==> src/rv_pkg.sv <==
// Shared widths, opcode and ALU constants, and the stage-to-stage packet
// structs of the four-stage RV32I core
package rv_pkg;

    //======================================================================
    // Basic types
    //======================================================================
    // Instruction, pc, operand or result
    typedef logic [31:0] word_t;
    // Register index
    typedef logic [4:0]  reg_addr_t;
    // ALU operation select
    typedef logic [3:0]  alu_op_t;

    // ALU operations
    localparam alu_op_t ALU_ADD    = 4'd0;
    localparam alu_op_t ALU_SUB    = 4'd1;
    localparam alu_op_t ALU_AND    = 4'd2;
    localparam alu_op_t ALU_OR     = 4'd3;
    localparam alu_op_t ALU_XOR    = 4'd4;
    localparam alu_op_t ALU_SLL    = 4'd5;
    localparam alu_op_t ALU_SRL    = 4'd6;
    localparam alu_op_t ALU_SRA    = 4'd7;
    localparam alu_op_t ALU_SLT    = 4'd8;
    localparam alu_op_t ALU_SLTU   = 4'd9;
    // Operand b straight through, for LUI
    localparam alu_op_t ALU_PASS_B = 4'd10;

    // Supported major opcodes
    localparam logic [6:0] OP_RTYPE  = 7'b0110011;
    localparam logic [6:0] OP_ITYPE  = 7'b0010011;
    localparam logic [6:0] OP_LUI    = 7'b0110111;
    localparam logic [6:0] OP_BRANCH = 7'b1100011;
    localparam logic [6:0] OP_JAL    = 7'b1101111;

    // Field positions inside an instruction word
    localparam int RD_LSB     = 7;
    localparam int FUNCT3_LSB = 12;
    localparam int RS1_LSB    = 15;
    localparam int RS2_LSB    = 20;
    // Picks SUB over ADD and SRA over SRL
    localparam int FUNCT7_B5  = 30;

    //======================================================================
    // Stage packets
    //======================================================================
    // Fetch to decode, 65 bits
    typedef struct packed {
        logic  valid;
        word_t pc;
        word_t inst;
    } fetch_pkt_t;

    // Decode to execute
    typedef struct packed {
        logic      valid;
        word_t     pc;
        word_t     rs1_data;
        word_t     rs2_data;
        word_t     imm;
        reg_addr_t rd;
        alu_op_t   alu_op;
        logic [2:0] funct3;
        logic      op1_pc;
        logic      op2_imm;
        logic      is_branch;
        logic      is_jal;
        logic      rd_wren;
    } exec_pkt_t;

    // Execute to result
    typedef struct packed {
        logic      valid;
        word_t     pc;
        reg_addr_t rd;
        logic      rd_wren;
        logic      is_jal;
        word_t     alu_result;
    } result_pkt_t;

    // Register write, also seen by the hazard check
    typedef struct packed {
        logic      wren;
        reg_addr_t rd;
        word_t     data;
    } wb_pkt_t;

    // Taken branch or jump from execute, 33 bits
    typedef struct packed {
        logic  taken;
        word_t target;
    } redirect_t;

endpackage

==> src/rv_result.sv <==
// Execute-to-writeback register, write data select and the retire
// trace outputs
`timescale 1ns/1ps

module rv_result import rv_pkg::*; (
    input  logic        i_clk,
    input  logic        i_reset,
    input  result_pkt_t i_result,
    output wb_pkt_t     o_wb,
    output logic        o_insn_vld,
    output word_t       o_pc_debug,
    output logic        o_rd_wren,
    output reg_addr_t   o_rd_addr,
    output word_t       o_rd_data
);

    result_pkt_t res_q;

    always_ff @(posedge i_clk) begin
        if (!i_reset) begin
            res_q <= '0;
        end else begin
            res_q <= i_result;
        end
    end

    // Link address for JAL, x0 always reads back zero
    assign o_wb.wren = res_q.valid && res_q.rd_wren;
    assign o_wb.rd   = res_q.rd;
    assign o_wb.data = (res_q.rd == 5'd0) ? '0 :
                       res_q.is_jal       ? res_q.pc + 32'd4 : res_q.alu_result;

    // Retire trace, same cycle as the register write
    assign o_insn_vld = res_q.valid;
    assign o_pc_debug = res_q.pc;
    assign o_rd_wren  = o_wb.wren;
    assign o_rd_addr  = o_wb.rd;
    assign o_rd_data  = o_wb.data;

endmodule

==> config.mk <==
export PLATFORM = sky130hd
export DESIGN_NAME = rv_result
export DESIGN_NICKNAME = d
export VERILOG_FILES = /design/src/rv_pkg.sv /design/src/rv_result.sv
export SDC_FILE = /design/constraint.sdc
export NUM_CORES = 1
export LEC_CHECK = 0
export BUFFER_PORTS_ARGS = -buffer_cell sky130_fd_sc_hd__buf_4
export CORE_MARGIN = 2
export CORE_UTILIZATION = 40
export DETAILED_ROUTE_END_ITERATION = 12
export PLACE_DENSITY = 0.72
export SKIP_CTS_REPAIR_TIMING = 1
export SLEW_MARGIN = 20
export SYNTH_ARGS = -nofsm -noshare
export SYNTH_HDL_FRONTEND = slang
export SYNTH_SLANG_ARGS = --single-unit
==> constraint.sdc <==
create_clock -name i_clk -period 2.2 [get_ports i_clk]
set_input_delay 0.11 -clock i_clk [delete_from_list [all_inputs] [get_ports i_clk]]
set_output_delay 0.11 -clock i_clk [all_outputs]
set_load 0.02 [all_outputs]
==> results.yml <==
detailed_routing:
  firstDrtPassIters: 4
  wl_per_cell_um: 15.0
  routed_via_density: 4.68
  ant_nets: 0
  wirelength_um: 10300
  drcViolationCount: 0
  dr.max_layer_used: "met4"
  via_count: 3231
  route.met3.wl_um: 558
  drt-met1-wl_um: 4060
  met2_length_um: 5620
  drtIter0Drc: 67
clocking:
  clockBufferDepth: 2
  cts-root-buf: "clkbuf_8"
  htreeDepth: 3
  cts_num_sinks: 72
  cts_buffers: 9
  cts_tree: "built"
  clk_pin_slew_ns: 0.08
critical_path:
  slowest_delay_ns: 0.46
  path_cells: "ha_4 > nand3_1 > or3_4 > nor4_4 > xnor2_1 > o21ai_1 > buf_4"
  cp_max_fo: 7
  start_kind: "flip-flop"
  path_buf_inv: 1
  path_class: "reg2out"
  end_kind: "primary output"
  arrival_ns: 2.07
  cp_top_family: "simple AND/OR/NAND/NOR gates"
  slowest_stage: "or3_4"
  crit_required_ns: 2.09
synthesis:
  yosysTopAreaCellShare: 0.404
  synth_nets: 471
  ys.warnings.count: 0
  ys_seq_elements: 72
  ys_types: 33
  seq_area_frac_synth: 0.404
  synthesis.area_sq_um: 3570
  syn_area_per_cell_sq_um: 9.01
  synth_cells: 396
  synth_area_leaders: "dfxtp_1, buf_4, and2_1"
  synth_top_cell_by_area: "dfxtp_1"
floorplanning:
  initial_utilization: 0.411
  core_area_sq_um: 8680
  die_w_um: 98.5
  io-pin-count: 183
  die_height_um: 98.5
  die_area_sq_um: 9690
  rows: 34
job:
  drv_cap: 0
power:
  p_per_area_nw_per_um2: 609
  p_int_mw: 2.44
  cellLeakagePower_nw: 2.51
  vdd_drop_max_v: 0.000395
  combinationalPowerShare: 0.255
  switchingPower_mw: 0.989
  clock_power_share: 0.327
  switching_share: 0.289
  p_seq_frac: 0.418
placed_design:
  gp_congestion: 0.773
  pre_cts_ws_ns: 0.0175
  dp.cells: 604
  post-dp-hpwl_um: 6850
  io_buffers: 182
global_route:
  antenna_found_initial: 0
  grt_pass1_vias: 2823
  grt_max_degree: 73
  grt-ovfl-total: 0
  track_usage: 0.180
  grt_first_pass_wirelength_um: 14000
sta:
  tns_ns: 0
  hold_viol_final: 1
  layout_min_cycle_time_ns: 2.18
  drv_slew: 0
  fin_hold_ws_ns: -0.00464
  tightest_slew_ns: 0.527
  period_share: 0.990
  slew_headroom: 0.649
  finalSetupViolations: 0
  timing.fmax_ghz: 0.459
  setup_slack_ns: 0.0222
  grt_setup_unrepaired: "yes"
layout:
  final_cells: 691
  final_common_cell: "buf_4"
  diodes: 0
  drive_above_1_share: 0.451
  final_cell_mix: "buf_4, and2_1, dlygate4sd3_1"
  areaGrowthSynthToFinish_pct: 57.5
  fin_nets: 653
min_path:
  hold_path_class: "in2reg"
  min_path_cells: 2
  holdPathEnd: "res_q[22]"
  hold_path_startpoint: "i_result[22]"
outcome:
  violations: "hold timing"
  status: "complete, but fails checks"
==> power by group through the flow <==
stage | Clock, mW | Combinational [mW] | Sequential, mW
6_report | 1.12 | 0.875 | 1.43
3_3_place_gp | 0 | 0.746 | 1.45
4_1_cts | 1.13 | 0.756 | 1.43
2_1_floorplan | 0 | 0.505 | 1.44
3_5_place_dp | 0 | 0.753 | 1.46
5_1_grt | 1.20 | 0.931 | 1.44
==> sequential cells by signal, summed over array words and instances (netlist names) <==
name	cells
res_q	34
o_rd_addr	5
o_insn_vld	1
o_pc_debug	32
==> layout make-up <==
cell class	instances	area, sq um
Fill cell	716	3060
Timing Repair Buffer	266	2170
Multi-Input combinational cell	226	1610
Sequential cell	72	1470
Clock buffer	12	165
Tap cell	108	135
Clock inverter	4	51.3
Inverter	3	11.3
==> cell usage after synthesis <==
library cell	n
a211o_1	1
a211oi_1	8
a21oi_1	18
a21oi_2	1
and2_1	76
and3_1	2
and4_1	2
buf_1	2
buf_2	1
buf_4	76
buf_6	1
clkbuf_1	15
dfxtp_1	72
ha_1	1
inv_1	3
mux2i_1	4
nand2_1	9
nand2b_1	1
nand3_1	11
nand3b_1	1
nand4_1	8
nand4_2	1
nor2_1	18
nor3_1	4
nor3_2	8
nor3b_1	1
nor4_2	1
nor4_4	2
o21ai_0	18
o21ai_1	1
or3_1	2
xnor2_1	19
xor2_1	8
==> per-layer routing <==
| metal | up-vias | global-route usage |
|---|---|---|
| li1 | 1585 | - |
| met2 | 120 | 0.319 |
| met3 | 11 | 0.0468 |
| met5 | - | 0 |
| met1 | 1515 | 0.213 |
| met4 | 0 | 0.0580 |
==> kinds of logic (layout without fill, tap and decap cells) <==
| family | count (synthesis) | in the layout | share of synthesized area |
|---|---|---|---|
| xor+xnor | 27 | 27 | 0.0663 |
| mux | 4 | 4 | 0.0112 |
| simple gates | 147 | 147 | 0.256 |
| flops | 72 | 72 | 0.404 |
| buf+inv | 98 | 285 | 0.185 |
| fa+ha+maj | 1 | 1 | 0.00351 |
| compound gates | 47 | 47 | 0.0736 |
==> per-stage QoR <==
stage	utilization	area (sq um)	total power [mW]	hold slack, ns
after floorplan	-	3570	1.95	0.232
after global placement	0.521	4520	2.20	0.317
after detailed placement	0.521	4520	2.21	0.319
after CTS	0.546	4740	3.32	-0.0356
after global routing	0.648	5620	3.57	0.00142
final	0.648	5620	3.42	-0.00464
==> worst max path at each step <==
stage | cells after the start | from | end | slack (ns)
floorplan | 8 | o_pc_debug[2] | o_wb[28] | 0.02
global placement | 7 | o_pc_debug[2] | o_rd_data[28] | 0.06
detailed placement | 7 | o_pc_debug[2] | o_wb[28] | 0.02
CTS | 7 | o_pc_debug[2] | o_wb[28] | -0.36
global route | 7 | o_pc_debug[2] | o_wb[30] | -0.08
finish | 7 | o_pc_debug[2] | o_wb[30] | 0.02
(Power assumes the default switching activity.)
