$ cat config.mk
export PLATFORM = sky130hd
export DESIGN_NAME = rv_execute
export DESIGN_NICKNAME = d
export VERILOG_FILES = /design/src/rv_pkg.sv /design/src/rv_execute.sv
export SDC_FILE = /design/constraint.sdc
export NUM_CORES = 1
export LEC_CHECK = 0
export ABC_CLOCK_PERIOD_IN_PS = 20700
export BUFFER_PORTS_ARGS = -buffer_cell sky130_fd_sc_hd__buf_4
export CORE_ASPECT_RATIO = 1.25
export CORE_MARGIN = 8
export CORE_UTILIZATION = 29
export DETAILED_ROUTE_END_ITERATION = 7
export REMOVE_ABC_BUFFERS = 1
export SYNTH_ARGS = -nofsm -noshare
export SYNTH_HDL_FRONTEND = slang
export SYNTH_SLANG_ARGS = --single-unit
$ cat constraint.sdc
create_clock -name vclk -period 20.7
set_clock_uncertainty 0.2 [all_clocks]
set_input_delay 5.175 -clock vclk [all_inputs]
set_output_delay 5.175 -clock vclk [all_outputs]
set_load 0.01 [all_outputs]
$ cat src/rv_pkg.sv
// Shared widths, opcode and ALU constants, and the stage-to-stage packet
// structs of the four-stage RV32I core
package rv_pkg;

    //======================================================================
    // Basic types
    //======================================================================
    // Instruction, pc, operand or result
    typedef logic [31:0] word_t;
    // Register index
    typedef logic [4:0]  reg_addr_t;
    // ALU operation select
    typedef logic [3:0]  alu_op_t;

    // ALU operations
    localparam alu_op_t ALU_ADD    = 4'd0;
    localparam alu_op_t ALU_SUB    = 4'd1;
    localparam alu_op_t ALU_AND    = 4'd2;
    localparam alu_op_t ALU_OR     = 4'd3;
    localparam alu_op_t ALU_XOR    = 4'd4;
    localparam alu_op_t ALU_SLL    = 4'd5;
    localparam alu_op_t ALU_SRL    = 4'd6;
    localparam alu_op_t ALU_SRA    = 4'd7;
    localparam alu_op_t ALU_SLT    = 4'd8;
    localparam alu_op_t ALU_SLTU   = 4'd9;
    // Operand b straight through, for LUI
    localparam alu_op_t ALU_PASS_B = 4'd10;

    // Supported major opcodes
    localparam logic [6:0] OP_RTYPE  = 7'b0110011;
    localparam logic [6:0] OP_ITYPE  = 7'b0010011;
    localparam logic [6:0] OP_LUI    = 7'b0110111;
    localparam logic [6:0] OP_BRANCH = 7'b1100011;
    localparam logic [6:0] OP_JAL    = 7'b1101111;

    // Field positions inside an instruction word
    localparam int RD_LSB     = 7;
    localparam int FUNCT3_LSB = 12;
    localparam int RS1_LSB    = 15;
    localparam int RS2_LSB    = 20;
    // Picks SUB over ADD and SRA over SRL
    localparam int FUNCT7_B5  = 30;

    //======================================================================
    // Stage packets
    //======================================================================
    // Fetch to decode, 65 bits
    typedef struct packed {
        logic  valid;
        word_t pc;
        word_t inst;
    } fetch_pkt_t;

    // Decode to execute
    typedef struct packed {
        logic      valid;
        word_t     pc;
        word_t     rs1_data;
        word_t     rs2_data;
        word_t     imm;
        reg_addr_t rd;
        alu_op_t   alu_op;
        logic [2:0] funct3;
        logic      op1_pc;
        logic      op2_imm;
        logic      is_branch;
        logic      is_jal;
        logic      rd_wren;
    } exec_pkt_t;

    // Execute to result
    typedef struct packed {
        logic      valid;
        word_t     pc;
        reg_addr_t rd;
        logic      rd_wren;
        logic      is_jal;
        word_t     alu_result;
    } result_pkt_t;

    // Register write, also seen by the hazard check
    typedef struct packed {
        logic      wren;
        reg_addr_t rd;
        word_t     data;
    } wb_pkt_t;

    // Taken branch or jump from execute, 33 bits
    typedef struct packed {
        logic  taken;
        word_t target;
    } redirect_t;

endpackage

$ cat src/rv_execute.sv
// Operand select, ALU, branch compare and redirect for the
// combinational execute stage
`timescale 1ns/1ps

module rv_execute import rv_pkg::*; (
    input  exec_pkt_t   i_exec,
    output result_pkt_t o_result,
    output redirect_t   o_redirect
);

    word_t op_a;
    word_t op_b;
    word_t alu_out;
    logic  br_eq;
    logic  br_lt;
    logic  br_ltu;
    logic  br_cond;

    //======================================================================
    // Operands and ALU
    //======================================================================
    // pc only for branch and JAL target
    assign op_a = i_exec.op1_pc  ? i_exec.pc  : i_exec.rs1_data;
    assign op_b = i_exec.op2_imm ? i_exec.imm : i_exec.rs2_data;

    always_comb begin
        case (i_exec.alu_op)
            ALU_ADD:    alu_out = op_a + op_b;
            ALU_SUB:    alu_out = op_a - op_b;
            ALU_AND:    alu_out = op_a & op_b;
            ALU_OR:     alu_out = op_a | op_b;
            ALU_XOR:    alu_out = op_a ^ op_b;
            // Shift amount is the low five bits
            ALU_SLL:    alu_out = op_a << op_b[4:0];
            ALU_SRL:    alu_out = op_a >> op_b[4:0];
            ALU_SRA:    alu_out = word_t'($signed(op_a) >>> op_b[4:0]);
            ALU_SLT:    alu_out = {31'b0, $signed(op_a) < $signed(op_b)};
            ALU_SLTU:   alu_out = {31'b0, op_a < op_b};
            ALU_PASS_B: alu_out = op_b;
            default:    alu_out = '0;
        endcase
    end

    //======================================================================
    // Branch resolution
    //======================================================================
    // Always on the register operands
    assign br_eq  = (i_exec.rs1_data == i_exec.rs2_data);
    assign br_lt  = ($signed(i_exec.rs1_data) < $signed(i_exec.rs2_data));
    assign br_ltu = (i_exec.rs1_data < i_exec.rs2_data);

    always_comb begin
        case (i_exec.funct3)
            3'b000:  br_cond = br_eq;
            3'b001:  br_cond = !br_eq;
            3'b100:  br_cond = br_lt;
            // GE is simply not LT
            3'b101:  br_cond = !br_lt;
            3'b110:  br_cond = br_ltu;
            3'b111:  br_cond = !br_ltu;
            default: br_cond = 1'b0;
        endcase
    end

    // Target is the ALU sum pc + imm
    assign o_redirect.taken  = i_exec.valid &&
                               (i_exec.is_jal || (i_exec.is_branch && br_cond));
    assign o_redirect.target = alu_out;

    // Toward the result stage
    assign o_result.valid      = i_exec.valid;
    assign o_result.pc         = i_exec.pc;
    assign o_result.rd         = i_exec.rd;
    assign o_result.rd_wren    = i_exec.rd_wren;
    assign o_result.is_jal     = i_exec.is_jal;
    assign o_result.alu_result = alu_out;

endmodule

==> flow_metrics.tcl, run 1 <==
set metrics [dict create \
    clkPwrFrac 0 \
    cp_slowest_stage_delay_ps 880 \
    num_rows 79 \
    worstPathRequired_ps 15330 \
    netlist.area_leader.share 0.1502 \
    pre_cts_ws_ps 4634 \
    post_cts_resized 0 \
    muxShareOfSynthArea 0.1394 \
    final_core_util 0.3341 \
    yosysTopAreaCell "ha_1" \
    max_slew_margin 0.3007 \
    grt_pass1_vias 13200 \
    synthesis.area_um2 10740 \
    critPathMostFrequentCell "buf_4" \
    placed_cells 2222 \
    dpl.hpwl_mm 43.63 \
    antenna_left 0 \
    crit_type "input port to output pin" \
    num_antenna_cells 0 \
    grt-ovfl-total 0 \
    nets 2015 \
    cellLeakagePower_nw 5.746 \
    period_share 0.7851 \
    core-area_um2 36870 \
    route.vias.total 13340 \
    drive_above_1_share 0.1855 \
    n_clock_buffer 0 \
    synthSimpleGateAreaFrac 0.1971 \
    synthMostInstantiatedCell "nor2_1" \
    drt-vias-per-instance 6.003 \
    share_seq_of_total_power 0 \
    timing.fmax_mhz 61.53 \
    worst_setup_path_start_kind "input port" \
    ioPinCount 251 \
    grt_setup_unrepaired "false" \
    p_per_area_nw_per_um2 37.75 \
    path_delay_family "compound AO/OA/AOI/OAI gates" \
    netlist_top_cells_count "nor2_1, nand2_1, a21oi_1, ha_1, o21ai_0" \
    ys_types 78 \
    ir_drop_v 0.00001645 \
    yosysWarningCount 0 \
    track_usage 0.2344 \
    fin_cells 2222 \
    cts_setup_buffers 0 \
    synth_compound_area_frac 0.3598 \
    synth_top_family_by_area "compound AO/OA/AOI/OAI gates" \
    timing.final.ws_setup_ps 4448 \
    ctsHoldBuffers 0 \
    placed_cell_area_um2 12320 \
    p_comb_frac 1.000 \
    hold_end "o_result[33]" \
    fp.dieArea_um2 43500 \
    drt_iter0_markers 1286 \
    path_max_fanout 67 \
    period_needed_ps 16250 \
    hold_start "i_exec[0]" \
    antenna_found_initial 0 \
    routabilityCongestion 0.9657 \
    hp-class "input port to output pin" \
    wl_mm 54.90 \
    grt_pass1_wl_mm 81.01 \
    hold_viol 0 \
    syn_inst 1662 \
    initial_utilization 0.2914 \
    p_sw_uw 292.5 \
    switching_share 0.6291 \
    synthTopCellsByArea "ha_1, mux2i_1, a21oi_1, nor2_1, o21ai_0" \
    yosysSeqAreaShare 0 \
    timing.critical_path.buf_inv 6 \
    seqCellArea_um2 0 \
    cp_slowest_cell "o41ai_2" \
    setup_tns_ps 0 \
    flops_and_latches 0 \
    crit_path_cell_trace "buf_4 -> buf_4 -> mux2i_4 -> buf_4 -> inv_2 -> buf_4 -> ha_1 -> a21oi_1 -> nor2_1 -> o31ai_1 -> o21ai_1 -> a21oi_1 -> o21ai_1 -> o41ai_2 -> nor2_1 -> mux2i_1 -> a211o_1 -> buf_4" \
    syn_to_final_growth_pct 14.66 \
    worst_pin_slew_ps 1038 \
    setup_viol 0 \
    grt_max_degree 68 \
    final_area_um2 12320 \
    critPathCaptureType "output pin" \
    wl_per_cell_um 24.71 \
    drc 0 \
    hold_depth 0 \
    synthXorXnorAreaFrac 0.004892 \
    cp.arrival_ps 10880 \
    drv_slew 0 \
    run_status "completed" \
    cap_violations 0 \
    syn_avg_cell_area_um2 6.464 \
    power.internal_uw 172.5 \
    die_y_um 231.2 \
    first_pass_iters 6 \
    synth_fa_ha_area_frac 0.1540 \
    die_w_um 188.2 \
    port-buffer-count 239 \
]
==> power by group through the flow <==
stage	logic [mW]	clock network, mW	registers (mW)
after CTS	0.458	0	0
after global routing	0.499	0	0
after detailed placement	0.456	0	0
final	0.465	0	0
after floorplan	0.268	0	0
after global placement	0.455	0	0
==> cell type report <==
| class | count | area [um2] |
|---|---|---|
| Multi-Input combinational cell | 1341 | 9241 |
| Tap cell | 486 | 608.1 |
| Inverter | 133 | 501.7 |
| Fill cell | 4032 | 24550 |
| Timing Repair Buffer | 262 | 1967 |
==> per-layer routing <==
layer / vias up / GRT usage / share of wire
li1: 6151 / - / -
met1: 6427 / 0.2692 / 0.38
met2: 621 / 0.4227 / 0.50
met3: 140 / 0.01985 / 0.057
met4: 0 / 0.1307 / 0.063
met5: - / 0 / 0
==> metrics by stage <==
step	hold WS (ps)	power [mW]
floorplan	10150	0.2684
global placement	10150	0.4546
detailed placement	10150	0.4562
CTS	10150	0.4580
global route	10150	0.4993
finish	10150	0.4650
==> cells by family after synthesis <==
group | after synthesis
adders and majority gates | 131
xor gates and xnor gates | 6
and+or+nand+nor | 483
muxes | 133
buffers and inverters | 321
AOI/OAI and AO/OA | 588
==> worst max path at each step <==
stage / startpoint / to / slack [ps] / cells after the start
5_1_grt: i_exec[3] / o_redirect[27] / 4160 / 18
3_3_place_gp: i_exec[3] / o_result[27] / 4690 / 18
3_5_place_dp: i_exec[3] / o_result[27] / 4630 / 18
2_1_floorplan: i_exec[3] / o_redirect[23] / 3600 / 12
4_1_cts: i_exec[3] / o_result[27] / 4620 / 18
6_report: i_exec[3] / o_result[27] / 4450 / 18
==> placed cells by master (no fill, tap or decap), types with 11 or more instances in the layout <==
cell type / n
a211oi_1: 24
a21o_1: 33
a21oi_1: 149
a221oi_1: 17
a22oi_1: 18
a31oi_1: 21
buf_4: 262
ha_1: 129
inv_1: 119
inv_2: 13
mux2i_1: 107
nand2_1: 154
nand2b_1: 12
nand3_1: 24
nand4_1: 19
nor2_1: 183
nor2b_1: 11
nor3_1: 28
nor4_1: 11
o2111ai_1: 15
o211ai_1: 29
o21ai_0: 125
o21bai_1: 19
o221ai_1: 19
o22ai_1: 25
Power figures use the tool's default switching activity.
==> inputs of run 2 (changes only) <==
--- a/config.mk
+++ b/config.mk
@@ -5,7 +5,7 @@
 export SDC_FILE = /design/constraint.sdc
 export NUM_CORES = 1
 export LEC_CHECK = 0
-export ABC_CLOCK_PERIOD_IN_PS = 20700
+export ABC_CLOCK_PERIOD_IN_PS = 15100
 export BUFFER_PORTS_ARGS = -buffer_cell sky130_fd_sc_hd__buf_4
 export CORE_ASPECT_RATIO = 1.25
 export CORE_MARGIN = 8
==> constraint.sdc (replaced) <==
create_clock -name vclk -period 15.1
set_clock_uncertainty 0.2 [all_clocks]
set_input_delay 3.775 -clock vclk [all_inputs]
set_output_delay 3.775 -clock vclk [all_outputs]
set_load 0.01 [all_outputs]
==> run 2 against run 1 <==
Final area is 0.16% higher. Cell count grew 0.14%. Non-clock buffer count increased by 3. Combinational power up 38%. Via count is essentially flat. Critical path type unchanged. Largest power group unchanged. Highest routed layer is now met5.
==> flow_metrics.tcl, run 2 (synthesis gave the netlist of run 1 again) <==
set metrics [dict create \
    routabilityCongestion 0.9784 \
    syn_to_final_growth_pct 14.85 \
    antenna_found_initial 1 \
    critPathCaptureType "output pin" \
    cts_setup_buffers 0 \
    seqCellArea_um2 0 \
    wl_met2_mm 26.62 \
    placed_cell_area_um2 12340 \
    p_per_area_nw_per_um2 51.86 \
    ir_drop_v 0.00003057 \
    num_antenna_cells 0 \
    timing.final.ws_setup_ps 2174 \
    fp.dieArea_um2 43500 \
    drt_iter0_markers 1217 \
    post_cts_resized 0 \
    pre_cts_ws_ps 2316 \
    grt_setup_unrepaired "false" \
    ctsHoldBuffers 0 \
    drive_above_1_share 0.1863 \
    hold_depth 0 \
    cap_violations 0 \
    max_slew_margin 0.3454 \
    worstPathRequired_ps 11120 \
    wl_mm 55.25 \
    grt_pass1_vias 13170 \
    dpl.hpwl_mm 44.40 \
    setup_tns_ps 0 \
    placed_cells 2225 \
    cellLeakagePower_nw 5.760 \
    die_y_um 231.2 \
    num_rows 79 \
    initial_utilization 0.2914 \
    grt-ovfl-total 0 \
    period_share 0.8560 \
    period_needed_ps 12930 \
    flops_and_latches 0 \
    antenna_left 0 \
    grt_pass1_wl_mm 81.35 \
    grt_max_degree 58 \
    cp.arrival_ps 8950 \
    port-buffer-count 239 \
    drt-vias-per-instance 6.000 \
    core-area_um2 36870 \
    final_core_util 0.3346 \
    hold_viol 0 \
    track_usage 0.2369 \
    nets 2018 \
    maxUsedRoutingLayer "met5" \
    first_pass_iters 5 \
    n_clock_buffer 0 \
    ioPinCount 251 \
    fin_cells 2225 \
    worst_pin_slew_ps 977.4 \
    wl_per_cell_um 24.83 \
    drc 0 \
    layout_commonest_cell "buf_4" \
    timing.fmax_mhz 77.36 \
    m1WireLength_mm 20.78 \
    drv_slew 0 \
    final_area_um2 12340 \
    worst_setup_path_start_kind "input port" \
    die_w_um 188.2 \
    setup_viol 0 \
    crit_type "input port to output pin" \
    hp-class "input port to output pin" \
    route.vias.total 13350 \
    final_cell_mix "buf_4, nor2_1, nand2_1, a21oi_1, ha_1" \
    run_status "completed" \
    dr_wl_met3_mm 3.475 \
    path_max_fanout 37 \
]
## run 2: changes by cell type in the layout (fill, tap and decap cells not counted), sizes merged
| cell | change |
|---|---|
| buf | +3 |
## run 2: final timing paths
kind	start	end	slack [ps]
max	i_exec[3]	o_result[25]	2170
min	i_exec[0]	o_result[33]	7350
## run 2: power breakdown
group | internal [mW] | leakage (nW) | switching [mW] | total, mW
Combinational | 0.238 | 5.76 | 0.402 | 0.640
Sequential | 0 | 0 | 0 | 0
Clock | 0 | 0 | 0 | 0
Total | 0.238 | 5.76 | 0.402 | 0.640
## run 2: cell type report
cell class,count,area (um2)
Fill cell,4027,24530
Inverter,133,501.7
Multi-Input combinational cell,1341,9239
Tap cell,486,608.1
Timing Repair Buffer,265,1989
## run 2: critical path, cell delays in order
cell,delay [ps]
buf_4,460
mux2i_4,900
ha_1,400
o21bai_1,170
a21oi_1,140
o21ai_0,290
nand2_1,190
o32ai_1,730
a31oi_1,540
o311ai_2,590
a211oi_1,160
a31oi_1,180
o211ai_1,130
buf_4,200
## run 2: metal layers
| metal | GRT usage | vias to the layer above |
|---|---|---|
| li1 | - | 6178 |
| met1 | 0.2677 | 6253 |
| met2 | 0.4149 | 729 |
| met3 | 0.02556 | 187 |
| met4 | 0.1622 | 2 |
| met5 | 0 | - |
## run 2: per-stage QoR
step                power, mW  hold WS, ps
finish                 0.6399         7350
global route           0.6893         7350
CTS                    0.6316         7350
detailed placement     0.6287         7350
global placement       0.6253         7350
floorplan              0.3679         7350
==> inputs of run 3 (changes only) <==
--- a/config.mk
+++ b/config.mk
@@ -11,6 +11,7 @@
 export CORE_MARGIN = 8
 export CORE_UTILIZATION = 29
 export DETAILED_ROUTE_END_ITERATION = 7
+export RECOVER_POWER = 25
 export REMOVE_ABC_BUFFERS = 1
 export SYNTH_ARGS = -nofsm -noshare
 export SYNTH_HDL_FRONTEND = slang
==> run 3 against run 2 <==
Sequential cell count unchanged. Final area decreased by 0.61%. Cell count unchanged. Global-route usage unchanged. Critical path depth unchanged. Die area unchanged. Via count about the same. Wire length decreased by 0.10%. Core utilization decreased by 0.20 points. Clock-buffer cell count unchanged. Maximum frequency increased by 0.11%. Combinational power about the same. Critical path type unchanged.
==> flow_metrics.tcl, run 3 (synthesis gave the netlist of run 1 again) <==
set metrics [dict create \
    die_y_um 231.2 \
    ctsHoldBuffers 0 \
    initial_utilization 0.2914 \
    ir_drop_v 0.00003059 \
    p_per_area_nw_per_um2 51.97 \
    use_met1 0.2677 \
    layout_commonest_cell "buf_4" \
    top_usage_layer "met2" \
    multiInputGateArea_um2 9239 \
    grt_pass1_vias 13170 \
    antenna_left 0 \
    ioPinCount 251 \
    cp_slowest_cell "mux2i_4" \
    wl_per_cell_um 24.81 \
    first_pass_iters 5 \
    num_antenna_cells 0 \
    num_rows 79 \
    routabilityCongestion 0.9784 \
    timing.critical_path.buf_inv 2 \
    n_clock_buffer 0 \
    final_cell_mix "buf_4, nor2_1, nand2_1, a21oi_1, ha_1" \
    total_power_uw 637.3 \
    drt-vias-per-instance 5.998 \
    crit_cells 14 \
    dpl.hpwl_mm 44.40 \
    grt_setup_unrepaired "false" \
    hold_depth 0 \
    grt_max_degree 58 \
    met2_usage 0.4149 \
    grt_pass1_wl_mm 81.35 \
    period_needed_ps 12910 \
    core-area_um2 36870 \
    syn_to_final_growth_pct 14.15 \
    worst_pin_slew_ps 989.0 \
    route.vias.total 13350 \
    cp_slowest_stage_delay_ps 890 \
    nets 2018 \
    drc 0 \
    grt-ovfl-total 0 \
    crit_type "input port to output pin" \
    track_usage 0.2369 \
    antenna_found_initial 1 \
    crit_path_cell_trace "buf_4 -> mux2i_4 -> ha_1 -> o21bai_1 -> a21oi_1 -> o21ai_0 -> nand2_1 -> o32ai_1 -> a31oi_1 -> o311ai_2 -> a211oi_1 -> a31oi_1 -> o211ai_1 -> buf_4" \
    post_cts_resized 0 \
    cp.arrival_ps 8940 \
    drv_slew 0 \
    worstPathRequired_ps 11120 \
    fp.dieArea_um2 43500 \
    grt_util_met3 0.02556 \
    path_max_fanout 37 \
    path_delay_family "compound AO/OA/AOI/OAI gates" \
    fillers 4040 \
    cts_setup_buffers 0 \
    seqCellArea_um2 0 \
    port-buffer-count 239 \
    timing.fmax_mhz 77.44 \
    setup_viol 0 \
    cellLeakagePower_nw 5.688 \
    drive_above_1_share 0.1748 \
    wl_mm 55.20 \
    drt_iter0_markers 1196 \
    worst_setup_path_start_kind "input port" \
    hp-class "input port to output pin" \
    critPathCaptureType "output pin" \
    cap_violations 0 \
    hold_viol 0 \
    flops_and_latches 0 \
    run_status "completed" \
    period_share 0.8551 \
    max_slew_margin 0.3376 \
    die_w_um 188.2 \
    setup_tns_ps 0 \
]
run 3: changes by cell type in the layout (fill, tap and decap cells not counted), sizes merged:
cell and change:
buf -20, clkbuf +20
run 3: where the power goes:
part	total (mW)	internal (mW)	leakage, nW	switching, mW
sequential	0	0	0	0
clock	0	0	0	0
combinational	0.637	0.235	5.69	0.402
run 3: per-layer routing:
metal  share of wire  up-vias
li1                -     6182
met1            0.38     6275
met2            0.48      705
met3           0.062      182
met4           0.079        2
met5         0.00031        -
run 3: layout make-up:
| cell class | instances | area share |
|---|---|---|
| well taps | 486 | 0.04959 |
| repair buffers | 265 | 0.1561 |
| multi-input cells | 1341 | 0.7534 |
| inverters | 133 | 0.04091 |
run 3: path summary, 6_finish.rpt:
kind	startpoint	end	slack, ps
max	i_exec[3]	o_result[25]	2190
min	i_exec[0]	o_result[33]	7350
run 3: metrics by stage:
stage	setup WS [ps]	cell area (um2)	hold slack (ps)	instances	utilization
4_1_cts	2287	12340	7350	2225	0.3346
6_report	2187	12260	7350	2225	0.3326
5_1_grt	1915	12260	7350	2225	0.3326
3_5_place_dp	2316	12340	7350	2225	0.3346
3_3_place_gp	2327	12340	7350	2225	0.3346
2_1_floorplan	799.7	9688	7350	1474	-
